===== src/rtl/pcs_types_pkg.sv =====
`default_nettype none

package pcs_types_pkg;

	localparam int HDR_W     = 2;             // sync header bits
	localparam int PAYLOAD_W = 64;            // scrambled part of a block
	localparam int KEEP_W    = PAYLOAD_W / 8; // one bit per byte lane

	typedef logic [HDR_W-1:0]     sync_hdr_t;
	typedef logic [PAYLOAD_W-1:0] payload_t;
	typedef logic [KEEP_W-1:0]    keep_t;    // lane 0 in bit 0

	typedef struct packed {
		payload_t  payload; // type byte in [7:0] on control blocks
		sync_hdr_t hdr;     // first on the line, never scrambled
	} block_t;

	typedef struct packed {
		logic     ctrl;  // control block
		logic     idle;  // all idle characters
		logic     start; // frame starts in lane 0
		logic     term;  // terminate, keep gives bytes before it
		logic     err;   // bad header, bad type or error characters
		keep_t    keep;
		payload_t data;  // data bytes in lane order
	} pcs_word_t;

	// substituted on the transmit side while out of lock
	localparam pcs_word_t WORD_IDLE = '{
		ctrl: 1'b1, idle: 1'b1, start: 1'b0, term: 1'b0, err: 1'b0,
		keep: '0, data: '0
	};

endpackage

`default_nettype wire


===== src/rtl/pcs_code_pkg.sv =====
`default_nettype none

package pcs_code_pkg;
	import pcs_types_pkg::*;

	localparam sync_hdr_t SYNC_DATA = 2'b01; // 8 data bytes follow
	localparam sync_hdr_t SYNC_CTRL = 2'b10; // type byte + control payload

	localparam int CHAR_W = 7; // control character width

	localparam logic [7:0] BT_IDLE  = 8'h1e; // 8 control characters
	localparam logic [7:0] BT_START = 8'h78; // start in lane 0, 7 data bytes
	localparam logic [7:0] BT_TERM0 = 8'h87; // terminate after 0 data bytes
	localparam logic [7:0] BT_TERM1 = 8'h99;
	localparam logic [7:0] BT_TERM2 = 8'haa;
	localparam logic [7:0] BT_TERM3 = 8'hb4;
	localparam logic [7:0] BT_TERM4 = 8'hcc;
	localparam logic [7:0] BT_TERM5 = 8'hd2;
	localparam logic [7:0] BT_TERM6 = 8'he1;
	localparam logic [7:0] BT_TERM7 = 8'hff; // terminate after 7 data bytes

	localparam logic [CHAR_W-1:0] CHAR_IDLE  = 7'h00;
	localparam logic [CHAR_W-1:0] CHAR_ERROR = 7'h1e;

	localparam int LOCK_GOOD_CNT  = 64; // consecutive good headers to lock
	localparam int LOCK_BAD_LIMIT = 16; // bad headers per window to unlock
	localparam int LOCK_WINDOW    = 64; // blocks per window
	localparam int LOCK_CNT_W     = 7;  // holds up to 64

	localparam int SCR_LEN = 58; // x^58 term, state width
	localparam int SCR_TAP = 39; // x^39 term

	typedef enum logic {
		ST_HUNT,   // looking for 64 good headers in a row
		ST_LOCKED  // counting bad headers per window
	} lock_state_e;

endpackage

`default_nettype wire


===== src/rtl/pcs_block_lock.sv =====
`timescale 1ns/1ps
`default_nettype none

module pcs_block_lock
	import pcs_types_pkg::*;
	import pcs_code_pkg::*;
(
	input  wire            gx_rx_par_clk,
	input  wire            reset_i,
	input  wire sync_hdr_t sync_hdr_i,
	input  wire            hdr_v_i,
	output logic           lock_o
);

	lock_state_e           state_q;
	logic [LOCK_CNT_W-1:0] good_cnt_q; // good headers in a row while hunting
	logic [LOCK_CNT_W-1:0] win_cnt_q;  // position inside the window
	logic [LOCK_CNT_W-1:0] bad_cnt_q;  // bad headers in this window
	logic                  hdr_ok;

	assign hdr_ok = (sync_hdr_i == SYNC_DATA) || (sync_hdr_i == SYNC_CTRL); // 00/11 invalid

	always_ff @(posedge gx_rx_par_clk) begin
		if (reset_i) begin
			state_q    <= ST_HUNT;
			good_cnt_q <= '0;
			win_cnt_q  <= '0;
			bad_cnt_q  <= '0;
		end else if (hdr_v_i) begin // gaps leave everything alone
			case (state_q)
				ST_HUNT: begin
					if (!hdr_ok) begin
						good_cnt_q <= '0; // start over
					end else if (good_cnt_q == LOCK_CNT_W'(LOCK_GOOD_CNT - 1)) begin
						state_q    <= ST_LOCKED; // this is the 64th
						good_cnt_q <= '0;
						win_cnt_q  <= '0;
						bad_cnt_q  <= '0;
					end else begin
						good_cnt_q <= good_cnt_q + 1'b1;
					end
				end
				ST_LOCKED: begin
					if (!hdr_ok && bad_cnt_q == LOCK_CNT_W'(LOCK_BAD_LIMIT - 1)) begin
						state_q    <= ST_HUNT; // 16th bad one in the window
						good_cnt_q <= '0;
					end else if (win_cnt_q == LOCK_CNT_W'(LOCK_WINDOW - 1)) begin
						win_cnt_q <= '0; // window closes, fresh count
						bad_cnt_q <= '0;
					end else begin
						win_cnt_q <= win_cnt_q + 1'b1;
						bad_cnt_q <= bad_cnt_q + LOCK_CNT_W'(!hdr_ok);
					end
				end
				default: state_q <= ST_HUNT;
			endcase
		end
	end

	assign lock_o = (state_q == ST_LOCKED);

	// state only moves on a valid header
	lock_rise_after_valid: assert property (@(posedge gx_rx_par_clk) disable iff (reset_i)
		$rose(lock_o) |-> $past(hdr_v_i));

endmodule

`default_nettype wire


===== src/rtl/pcs_loopback.sv =====
`timescale 1ns/1ps
`default_nettype none

module pcs_loopback
	import pcs_types_pkg::*;
(
	input  wire            gx_rx_par_clk,
	input  wire            reset_i,
	input  wire pcs_word_t word_i,
	input  wire            word_v_i,
	input  wire            lock_i,
	output pcs_word_t      word_o,
	output logic           word_v_o,
	output logic           rx_err_o
);

	always_ff @(posedge gx_rx_par_clk) begin
		if (reset_i) begin
			word_v_o <= 1'b0;
			rx_err_o <= 1'b0;
		end else begin
			word_v_o <= word_v_i;                        // gaps pass straight on
			rx_err_o <= word_v_i && lock_i && word_i.err; // single cycle per bad word
		end
	end

	// data side of the stage toward transmit
	always_ff @(posedge gx_rx_par_clk) begin
		if (word_v_i)
			word_o <= lock_i ? word_i : WORD_IDLE; // no lock, send idle
	end

	// lock_i and the word arrive together from lock and decode
	idle_when_unlocked: assert property (@(posedge gx_rx_par_clk) disable iff (reset_i)
		word_v_o && !$past(lock_i) |-> word_o == WORD_IDLE);

endmodule

`default_nettype wire


===== src/rtl/pcs_loopback_top.sv =====
`timescale 1ns/1ps
`default_nettype none

module pcs_loopback_top
	import pcs_types_pkg::*;
(
	input  wire         gx_rx_par_clk,
	input  wire         reset_i,
	input  wire block_t rx_block_i,   // block aligned from the transceiver
	input  wire         rx_block_v_i, // low on gearbox gaps
	output wire block_t tx_block_o,
	output wire         tx_block_v_o,
	output wire         block_lock_o,
	output wire         rx_err_o
);

	logic      lock;     // from the header counter
	pcs_word_t dec_word; // receive side result
	logic      dec_v;
	pcs_word_t lb_word;  // toward transmit
	logic      lb_v;

	pcs_block_lock m_block_lock (
		.gx_rx_par_clk (gx_rx_par_clk),
		.reset_i       (reset_i),
		.sync_hdr_i    (rx_block_i.hdr),
		.hdr_v_i       (rx_block_v_i),
		.lock_o        (lock)
	);

	pcs_rx_decode m_rx_decode (
		.gx_rx_par_clk (gx_rx_par_clk),
		.reset_i       (reset_i),
		.block_i       (rx_block_i),
		.block_v_i     (rx_block_v_i),
		.word_o        (dec_word),
		.word_v_o      (dec_v)
	);

	pcs_loopback m_loopback (
		.gx_rx_par_clk (gx_rx_par_clk),
		.reset_i       (reset_i),
		.word_i        (dec_word),
		.word_v_i      (dec_v),
		.lock_i        (lock), // lines up with dec_word
		.word_o        (lb_word),
		.word_v_o      (lb_v),
		.rx_err_o      (rx_err_o)
	);

	pcs_tx_encode m_tx_encode (
		.gx_rx_par_clk (gx_rx_par_clk), // tx shares the recovered clock
		.reset_i       (reset_i),
		.word_i        (lb_word),
		.word_v_i      (lb_v),
		.block_o       (tx_block_o),
		.block_v_o     (tx_block_v_o)
	);

	assign block_lock_o = lock;

endmodule

`default_nettype wire


===== src/rtl/pcs_rx_decode.sv =====
`timescale 1ns/1ps
`default_nettype none

module pcs_rx_decode
	import pcs_types_pkg::*;
	import pcs_code_pkg::*;
(
	input  wire         gx_rx_par_clk,
	input  wire         reset_i,
	input  wire block_t block_i,
	input  wire         block_v_i,
	output pcs_word_t   word_o,
	output logic        word_v_o
);

	logic [SCR_LEN-1:0] dscr_q;    // received scrambled bits, [0] newest
	logic [SCR_LEN-1:0] dscr_d;
	payload_t           plain;     // descrambled payload
	payload_t           lane_data; // control payload moved down to lane 0
	payload_t           term_mask;
	keep_t              term_keep;
	logic               term_hit;
	logic               chars_idle;
	pcs_word_t          dec;

	// self-synchronising, state fills from the line bits only
	always_comb begin : descramble
		logic [SCR_LEN-1:0] s;
		s = dscr_q;
		for (int i = 0; i < PAYLOAD_W; i++) begin
			plain[i] = block_i.payload[i] ^ s[SCR_TAP-1] ^ s[SCR_LEN-1];
			s        = {s[SCR_LEN-2:0], block_i.payload[i]}; // lsb goes first on the line
		end
		dscr_d = s;
	end

	always_comb begin : decode
		lane_data  = {8'h00, plain[PAYLOAD_W-1:8]}; // drop type byte
		chars_idle = 1'b1;
		for (int k = 0; k < KEEP_W; k++) begin
			if (plain[8 + CHAR_W*k +: CHAR_W] != CHAR_IDLE)
				chars_idle = 1'b0; // any other char, error char included
		end

		term_hit = 1'b1;
		case (plain[7:0])
			BT_TERM0: term_keep = 8'h00;
			BT_TERM1: term_keep = 8'h01;
			BT_TERM2: term_keep = 8'h03;
			BT_TERM3: term_keep = 8'h07;
			BT_TERM4: term_keep = 8'h0f;
			BT_TERM5: term_keep = 8'h1f;
			BT_TERM6: term_keep = 8'h3f;
			BT_TERM7: term_keep = 8'h7f;
			default: begin
				term_hit  = 1'b0;
				term_keep = '0;
			end
		endcase
		for (int k = 0; k < KEEP_W; k++)
			term_mask[8*k +: 8] = {8{term_keep[k]}}; // clear bytes past the end

		dec      = '0;
		dec.ctrl = (block_i.hdr != SYNC_DATA); // bad headers count as control
		if (block_i.hdr == SYNC_DATA) begin
			dec.keep = '1;
			dec.data = plain;
		end else if (block_i.hdr != SYNC_CTRL) begin
			dec.err = 1'b1;
		end else if (plain[7:0] == BT_IDLE) begin
			dec.idle = chars_idle;
			dec.err  = !chars_idle;
		end else if (plain[7:0] == BT_START) begin
			dec.start = 1'b1;
			dec.keep  = 8'h7f; // 7 data bytes after start
			dec.data  = lane_data;
		end else if (term_hit) begin
			dec.term = 1'b1;
			dec.keep = term_keep;
			dec.data = lane_data & term_mask;
		end else begin
			dec.err = 1'b1; // unknown type byte
		end
	end

	always_ff @(posedge gx_rx_par_clk) begin
		if (reset_i) begin
			dscr_q   <= '0;
			word_v_o <= 1'b0;
		end else begin
			word_v_o <= block_v_i;
			if (block_v_i)
				dscr_q <= dscr_d; // hold across gaps
		end
	end

	always_ff @(posedge gx_rx_par_clk) begin
		if (block_v_i)
			word_o <= dec;
	end

	dec_kind_onehot: assert property (@(posedge gx_rx_par_clk) disable iff (reset_i)
		word_v_o |-> $onehot0({word_o.idle, word_o.start, word_o.term}));

endmodule

`default_nettype wire


===== src/rtl/pcs_tx_encode.sv =====
`timescale 1ns/1ps
`default_nettype none

module pcs_tx_encode
	import pcs_types_pkg::*;
	import pcs_code_pkg::*;
(
	input  wire            gx_rx_par_clk,
	input  wire            reset_i,
	input  wire pcs_word_t word_i,
	input  wire            word_v_i,
	output block_t         block_o,
	output logic           block_v_o
);

	logic [SCR_LEN-1:0]     scr_q;      // sent scrambled bits, [0] newest
	logic [SCR_LEN-1:0]     scr_d;
	block_t                 plain;      // block before scrambling
	payload_t               scrambled;
	logic [PAYLOAD_W-9:0]   term_lanes; // lanes 1..7 of a terminate block
	logic [7:0]             term_code;
	logic                   term_ok;

	always_comb begin : build
		for (int k = 0; k < KEEP_W-1; k++)
			term_lanes[8*k +: 8] = word_i.keep[k] ? word_i.data[8*k +: 8] : {1'b0, CHAR_IDLE};

		term_ok = 1'b1;
		case (word_i.keep)
			8'h00: term_code = BT_TERM0;
			8'h01: term_code = BT_TERM1;
			8'h03: term_code = BT_TERM2;
			8'h07: term_code = BT_TERM3;
			8'h0f: term_code = BT_TERM4;
			8'h1f: term_code = BT_TERM5;
			8'h3f: term_code = BT_TERM6;
			8'h7f: term_code = BT_TERM7;
			default: begin
				term_ok   = 1'b0; // holes in keep, sent as error
				term_code = BT_IDLE;
			end
		endcase

		plain.hdr     = SYNC_CTRL;
		plain.payload = {{KEEP_W{CHAR_IDLE}}, BT_IDLE}; // idle is the fallback
		if (word_i.err || (word_i.ctrl && word_i.term && !term_ok)) begin
			plain.payload = {{KEEP_W{CHAR_ERROR}}, BT_IDLE};
		end else if (!word_i.ctrl) begin
			plain.hdr     = SYNC_DATA;
			plain.payload = word_i.data;
		end else if (word_i.start) begin
			plain.payload = {word_i.data[PAYLOAD_W-9:0], BT_START}; // bytes 0..6 in lanes 1..7
		end else if (word_i.term) begin
			plain.payload = {term_lanes, term_code};
		end
	end

	always_comb begin : scramble
		logic [SCR_LEN-1:0] s;
		s = scr_q;
		for (int i = 0; i < PAYLOAD_W; i++) begin
			scrambled[i] = plain.payload[i] ^ s[SCR_TAP-1] ^ s[SCR_LEN-1];
			s            = {s[SCR_LEN-2:0], scrambled[i]}; // feed back what goes out
		end
		scr_d = s;
	end

	always_ff @(posedge gx_rx_par_clk) begin
		if (reset_i) begin
			scr_q     <= '0;
			block_v_o <= 1'b0;
		end else begin
			block_v_o <= word_v_i;
			if (word_v_i)
				scr_q <= scr_d; // state frozen on gaps
		end
	end

	always_ff @(posedge gx_rx_par_clk) begin
		if (word_v_i) begin
			block_o.hdr     <= plain.hdr; // header goes out in clear
			block_o.payload <= scrambled;
		end
	end

	// decode only builds keep from the terminate code
	term_keep_contig: assert property (@(posedge gx_rx_par_clk) disable iff (reset_i)
		word_v_i && word_i.ctrl && word_i.term && !word_i.err
		|-> (word_i.keep & keep_t'(word_i.keep + 1'b1)) == '0);

endmodule

`default_nettype wire


===== config.mk =====
export PLATFORM = sky130hd
export DESIGN_NAME = pcs_loopback_top
export DESIGN_NICKNAME = d
export VERILOG_FILES = /design/src/rtl/pcs_types_pkg.sv /design/src/rtl/pcs_code_pkg.sv /design/src/rtl/pcs_block_lock.sv /design/src/rtl/pcs_loopback.sv /design/src/rtl/pcs_loopback_top.sv /design/src/rtl/pcs_rx_decode.sv /design/src/rtl/pcs_tx_encode.sv
export SDC_FILE = /design/constraint.sdc
export NUM_CORES = 1
export LEC_CHECK = 0
export ABC_CLOCK_PERIOD_IN_PS = 6390
export BUFFER_PORTS_ARGS = -buffer_cell sky130_fd_sc_hd__buf_2
export CAP_MARGIN = 25
export CORE_ASPECT_RATIO = 0.7
export CORE_MARGIN = 3
export CORE_UTILIZATION = 67
export CTS_BUF_LIST = sky130_fd_sc_hd__clkbuf_4 sky130_fd_sc_hd__clkbuf_8
export CTS_CLUSTER_DIAMETER = 60
export DETAILED_ROUTE_END_ITERATION = 16
export PLACE_DENSITY = 0.95
export SKIP_LAST_GASP = 1
export SLEW_MARGIN = 40
export SYNTH_ARGS = -nofsm -noshare
export SYNTH_HDL_FRONTEND = slang
export SYNTH_SLANG_ARGS = --single-unit

===== constraint.sdc =====
create_clock -name gx_rx_par_clk -period 6.39 [get_ports gx_rx_par_clk]
set_input_delay 1.5975 -clock gx_rx_par_clk [delete_from_list [all_inputs] [get_ports gx_rx_par_clk]]
set_output_delay 1.5975 -clock gx_rx_par_clk [all_outputs]
set_load 0.005 [all_outputs]

* Word level (Yosys, flattened, before mapping) *
Cells that the tools add are included.
W data, S select, Z words.

storage, ports and cells
  bits in registers = 360
  output and inout bits = 69
  bits of input ports = 69
  logic and storage cells = 389

cells by class
  muxes and demuxes = 51
  eq/ne operators = 28
  reductions and logical operators = 25
  add/subtract/negate cells = 3
  bitwise operators = 258

operators with widths
  cell                   number
  $mux W64               5
  $xor A1 B1 Y1          256
  $mux W72               3
  $mux W71               1
  $eq A8 B8 Y1 const B   8
  $pmux W8 S8            1
  $mux W7                9
  $and A56 B56 Y56       1
  $mux W8                7
  $reduce_bool A7 Y1     8
  $pmux W7 S7            1
  $pmux W7 S2            3
  $mux W1                19
  $eq A8 B5 Y1 const B   2
  $eq A8 B7 Y1 const B   2
  $reduce_or A8 Y1       2
  $add A7 B1 Y7 const B  2
  $eq A7 B6 Y1 const B   2
  $eq A8 B1 Y1 const B   1
  $eq A8 B2 Y1 const B   1
  $eq A8 B3 Y1 const B   1
  $eq A8 B4 Y1 const B   1
  $eq A8 B6 Y1 const B   1
  $logic_not A8 Y1       1
  other kinds (16)       27

* Logic depth before layout (Yosys ltp) *
  word-level depth = 14
  mapped depth = 11
  mapped depth without buffers = 9

* Cells and area by module *
From an unflattened synthesis, not the netlist that was laid out.

second synthesis, totals
  cell total of the unflattened synthesis = 1,493
  area total of the unflattened synthesis = 17,387.9 um^2

modules (own cells, without submodules)
  module          instances  area an instance (um^2)  cells each  seq. area each (um^2)
  pcs_rx_decode   1          6,652.6                  553         3,493.4
  pcs_tx_encode   1          6,518.8                  636         3,163.0
  pcs_loopback    1          2,909.0                  166         2,352.3
  pcs_block_lock  1          1,307.5                  138         440.4

* Worst setup path before layout *
OpenSTA, ideal clock, no wires.

  path type = in2reg
  from = input port rx_block_i[8] in the netlist's numbering
  to = register m_rx_decode.word_o[48] in the netlist's numbering, data pin
  stages = 7
  arrival time = 3.619 ns
  slack = 2.496 ns
  setup time = 0.275 ns
  buffers on the path = 1
  cell sequence = xor3_1 > or4_1 > or2_1 > and3_1 > clkbuf_1 > o21ai_1 > o22ai_1

RTL lines
  what                  RTL line               text
  from (decl)           pcs_loopback_top.sv:9  input wire block_t rx_block_i,
  to (signal assigned)  pcs_rx_decode.sv:99    word_o <= dec;
  to (decl)             pcs_rx_decode.sv:12    output pcs_word_t word_o,

==> flow_metrics.tcl <==
set metrics [dict create \
    setup.worst_path.end "m_rx_decode.word_o[50]" \
    finalCritPeriodShare_pct 60.7 \
    timing_worst_slew_pin_value_ps 857 \
    numCtsBuffers 51 \
    status "complete, no violations" \
    peakVddDrop_mv 0.200 \
    cts.root.buffer_cell "clkbuf_8" \
    layout-drive-gt1-share_pct 15.5 \
    rsz0062_at_grt "no" \
    cp_top_family "simple AND/OR/NAND/NOR gates" \
    grt_max_degree 82 \
    holdBufCountCts 0 \
    met2_wirelength_mm 20.5 \
    cap_violations 0 \
    dieArea_sq_mm 0.0275 \
    antenna_cells 0 \
    finalMaxSlewViolations 0 \
    first_iter_violations 1973 \
    dp_hpwl_mm 33.7 \
    leakagePower_nw 7.32 \
    gp_congestion 1.00 \
    cellPowerDensity_mw_per_mm2 281 \
    r2r_start "m_loopback.word_o[70]" \
    area_growth_pct 11.8 \
    drc 0 \
    drt_pass1_iterations 7 \
    clock_latency_ps 610 \
    place_ws_ps 2010 \
    vias_per_cell 6.38 \
    rows 48 \
    reg2reg_to "m_tx_encode.scr_q[14]" \
    critPathArrivalTime_ps 4200 \
    synth_nets 1601 \
    slew_headroom_pct 42.5 \
    met1_length_mm 18.6 \
    nNetsFinal 1726 \
    synthFlopType "edfxtp_1" \
    core_area_sq_mm 0.0249 \
    synthDistinctLibCells 75 \
    post_cts.repair.setup_buffers 0 \
    cts_num_sinks 360 \
    hp-class "reg2reg" \
    ff2ff_path_depth 8 \
    synthCells 1526 \
    setup_viol 0 \
    crit_type "in2reg" \
    cp_slowest_cell "or4_1" \
    cp.depth 7 \
    wl_per_cell_um 23.2 \
    antenna_found_initial 0 \
    worstPathCellList "buf_2 > xor3_1 > or4_1 > or2_1 > and3_1 > o21ai_1 > o22ai_1" \
    critPathBufInv 1 \
    cts_tree "built" \
    cp.required_ps 6710 \
    utilization_pct 76.9 \
    final.setup.tns_ps 0 \
    cp-startpoint "rx_block_i[8]" \
    hold_violations 0 \
    highest_layer "met4" \
    ys_ff_latch 360 \
    max_stage_delay_ps 580 \
    finClkSkew_ps 24.9 \
    grt_pass1_wl_mm 70.2 \
    clock_path_buffers 3 \
    start_util_pct 68.8 \
    routed_wl_mm 46.8 \
    cts_resized 0 \
    avgSynthCellArea_sq_um 11.2 \
    crit_path_start_kind "input port" \
    timing.fmax_mhz 258 \
    grt_use_total_pct 33.4 \
    num-fill-cells 1550 \
    fp.dieW_um 197 \
    io-pin-count 138 \
    fp.dieH_um 140 \
    async_flop_share_pct 0 \
    vias 12900 \
    cts.clk_slew.worst_paths_ps 70 \
    mostFrequentLayoutCell "edfxtp_1" \
    ctsHtreeMaxLevel 2 \
    wl_met3_mm 6.27 \
    port_buffers 137 \
    ys_warn_count 0 \
    synth_enable_flop_cells 218 \
    end_kind "register" \
    rrSetupSlack_ps 2830 \
    grt_pass1_vias 12200 \
    mostFrequentLayoutCells "edfxtp_1, nor2_1, xnor2_1, dfxtp_1, buf_2" \
    grt_overflow 0 \
    path_max_fanout 9 \
    whs_ps 444 \
    finalCriticalPeriod_ps 3880 \
    netlist_area_sq_mm 0.0171 \
    timing.final.ws_setup_ps 2510 \
    ys_seq_area_share_pct 54.9 \
    ant_nets 0 \
]
sequential cells by signal, indices dropped and copies added (netlist names):
signal	flops
m_loopback.rx_err_o	1
m_tx_encode.scr_q	58
m_tx_encode.block_o	66
m_tx_encode.block_v_o	1
m_rx_decode.dscr_q	58
m_rx_decode.word_v_o	1
m_block_lock.bad_cnt_q	7
m_block_lock.lock_o	1
m_block_lock.good_cnt_q	7
m_loopback.word_o	76
m_rx_decode.word_o	76
m_block_lock.win_cnt_q	7
m_loopback.word_v_o	1
cell usage after synthesis (all sizes together) (13+ instances only):
master | n | share of area, %
edfxtp | 218 | 38
nor2 | 200 | 4.4
xnor2 | 156 | 8.1
dfxtp | 142 | 17
xor2 | 94 | 4.8
nand2 | 89 | 2.0
and2 | 85 | 3.1
mux2i | 78 | 4.6
clkbuf | 55 | 1.2
a21oi | 54 | 1.6
o22ai | 48 | 1.8
nand4 | 25 | 0.91
inv | 22 | 0.48
buf | 19 | 0.47
o21a | 18 | 0.79
nor3 | 17 | 0.50
o21ai | 17 | 0.50
a32oi | 15 | 0.77
a21o | 13 | 0.58
nand3 | 13 | 0.38
cell families (layout without fill, tap and decap cells):
kind of cell             count (synthesis)  count (layout)  share of synthesized area (%)
AND/OR/NAND/NOR                        491             491                           13.9
flip-flops                             360             360                           54.9
XOR/XNOR                               262             262                           14.6
AO/OA/AOI/OAI                          232             232                           9.50
buffers and inverters                   97             264                           2.18
multiplexers                            78              78                           4.56
adder cells (fa/ha/maj)                  6               6                          0.439
layout make-up:
type | count | area (sq um) | area share (%)
flip-flops and latches | 360 | 9400 | 49.1
clock inverters | 20 | 176 | 0.922
repair buffers | 146 | 772 | 4.04
inverters | 23 | 88.8 | 0.464
clock buffers | 75 | 920 | 4.81
multi-input cells | 1069 | 7370 | 38.5
well taps | 325 | 407 | 2.13
report_power, final:
part           internal [W]  switching (W)  total, W
clock               0.00105       0.000905   0.00196
sequential          0.00261      0.0000995   0.00271
combinational      0.000262       0.000450  0.000712
through the flow:
step	instance area, sq um	instances	total power, W
finish	19100	2018	0.00537
global route	19100	2018	0.00553
CTS	19100	2018	0.00535
detailed placement	18000	1923	0.00343
global placement	18000	1921	0.00340
floorplan	17100	1526	0.00317
per-layer routing:
| layer | vias up | track usage [%] |
|---|---|---|
| li1 | 5695 | - |
| met1 | 6143 | 48.4 |
| met2 | 891 | 50.2 |
| met3 | 148 | 8.59 |
| met4 | 0 | 10.0 |
| met5 | - | 0 |
worst reg2reg max path, stage by stage, from the launching register on:
cell,delay (ps)
edfxtp_1,510
or4_1,710
a211o_4,370
a31oi_4,170
buf_4,470
a21oi_1,280
xnor2_1,580
xnor2_1,190
o21a_1,190
worst min-delay path by stage:
stage / from / to / slack [ps] / cells after the start
after global placement: m_block_lock.good_cnt_q[6] / m_block_lock.good_cnt_q[6] / 420 / 2
after global routing: m_block_lock.good_cnt_q[6] / m_block_lock.good_cnt_q[6] / 490 / 2
after floorplan: m_block_lock.good_cnt_q[6] / m_block_lock.good_cnt_q[6] / 410 / 2
after detailed placement: m_block_lock.good_cnt_q[6] / m_block_lock.good_cnt_q[6] / 430 / 2
final: m_block_lock.good_cnt_q[6] / m_block_lock.good_cnt_q[6] / 440 / 2
after CTS: m_block_lock.good_cnt_q[6] / m_block_lock.good_cnt_q[6] / 440 / 2
Power figures use the tool's default switching activity.
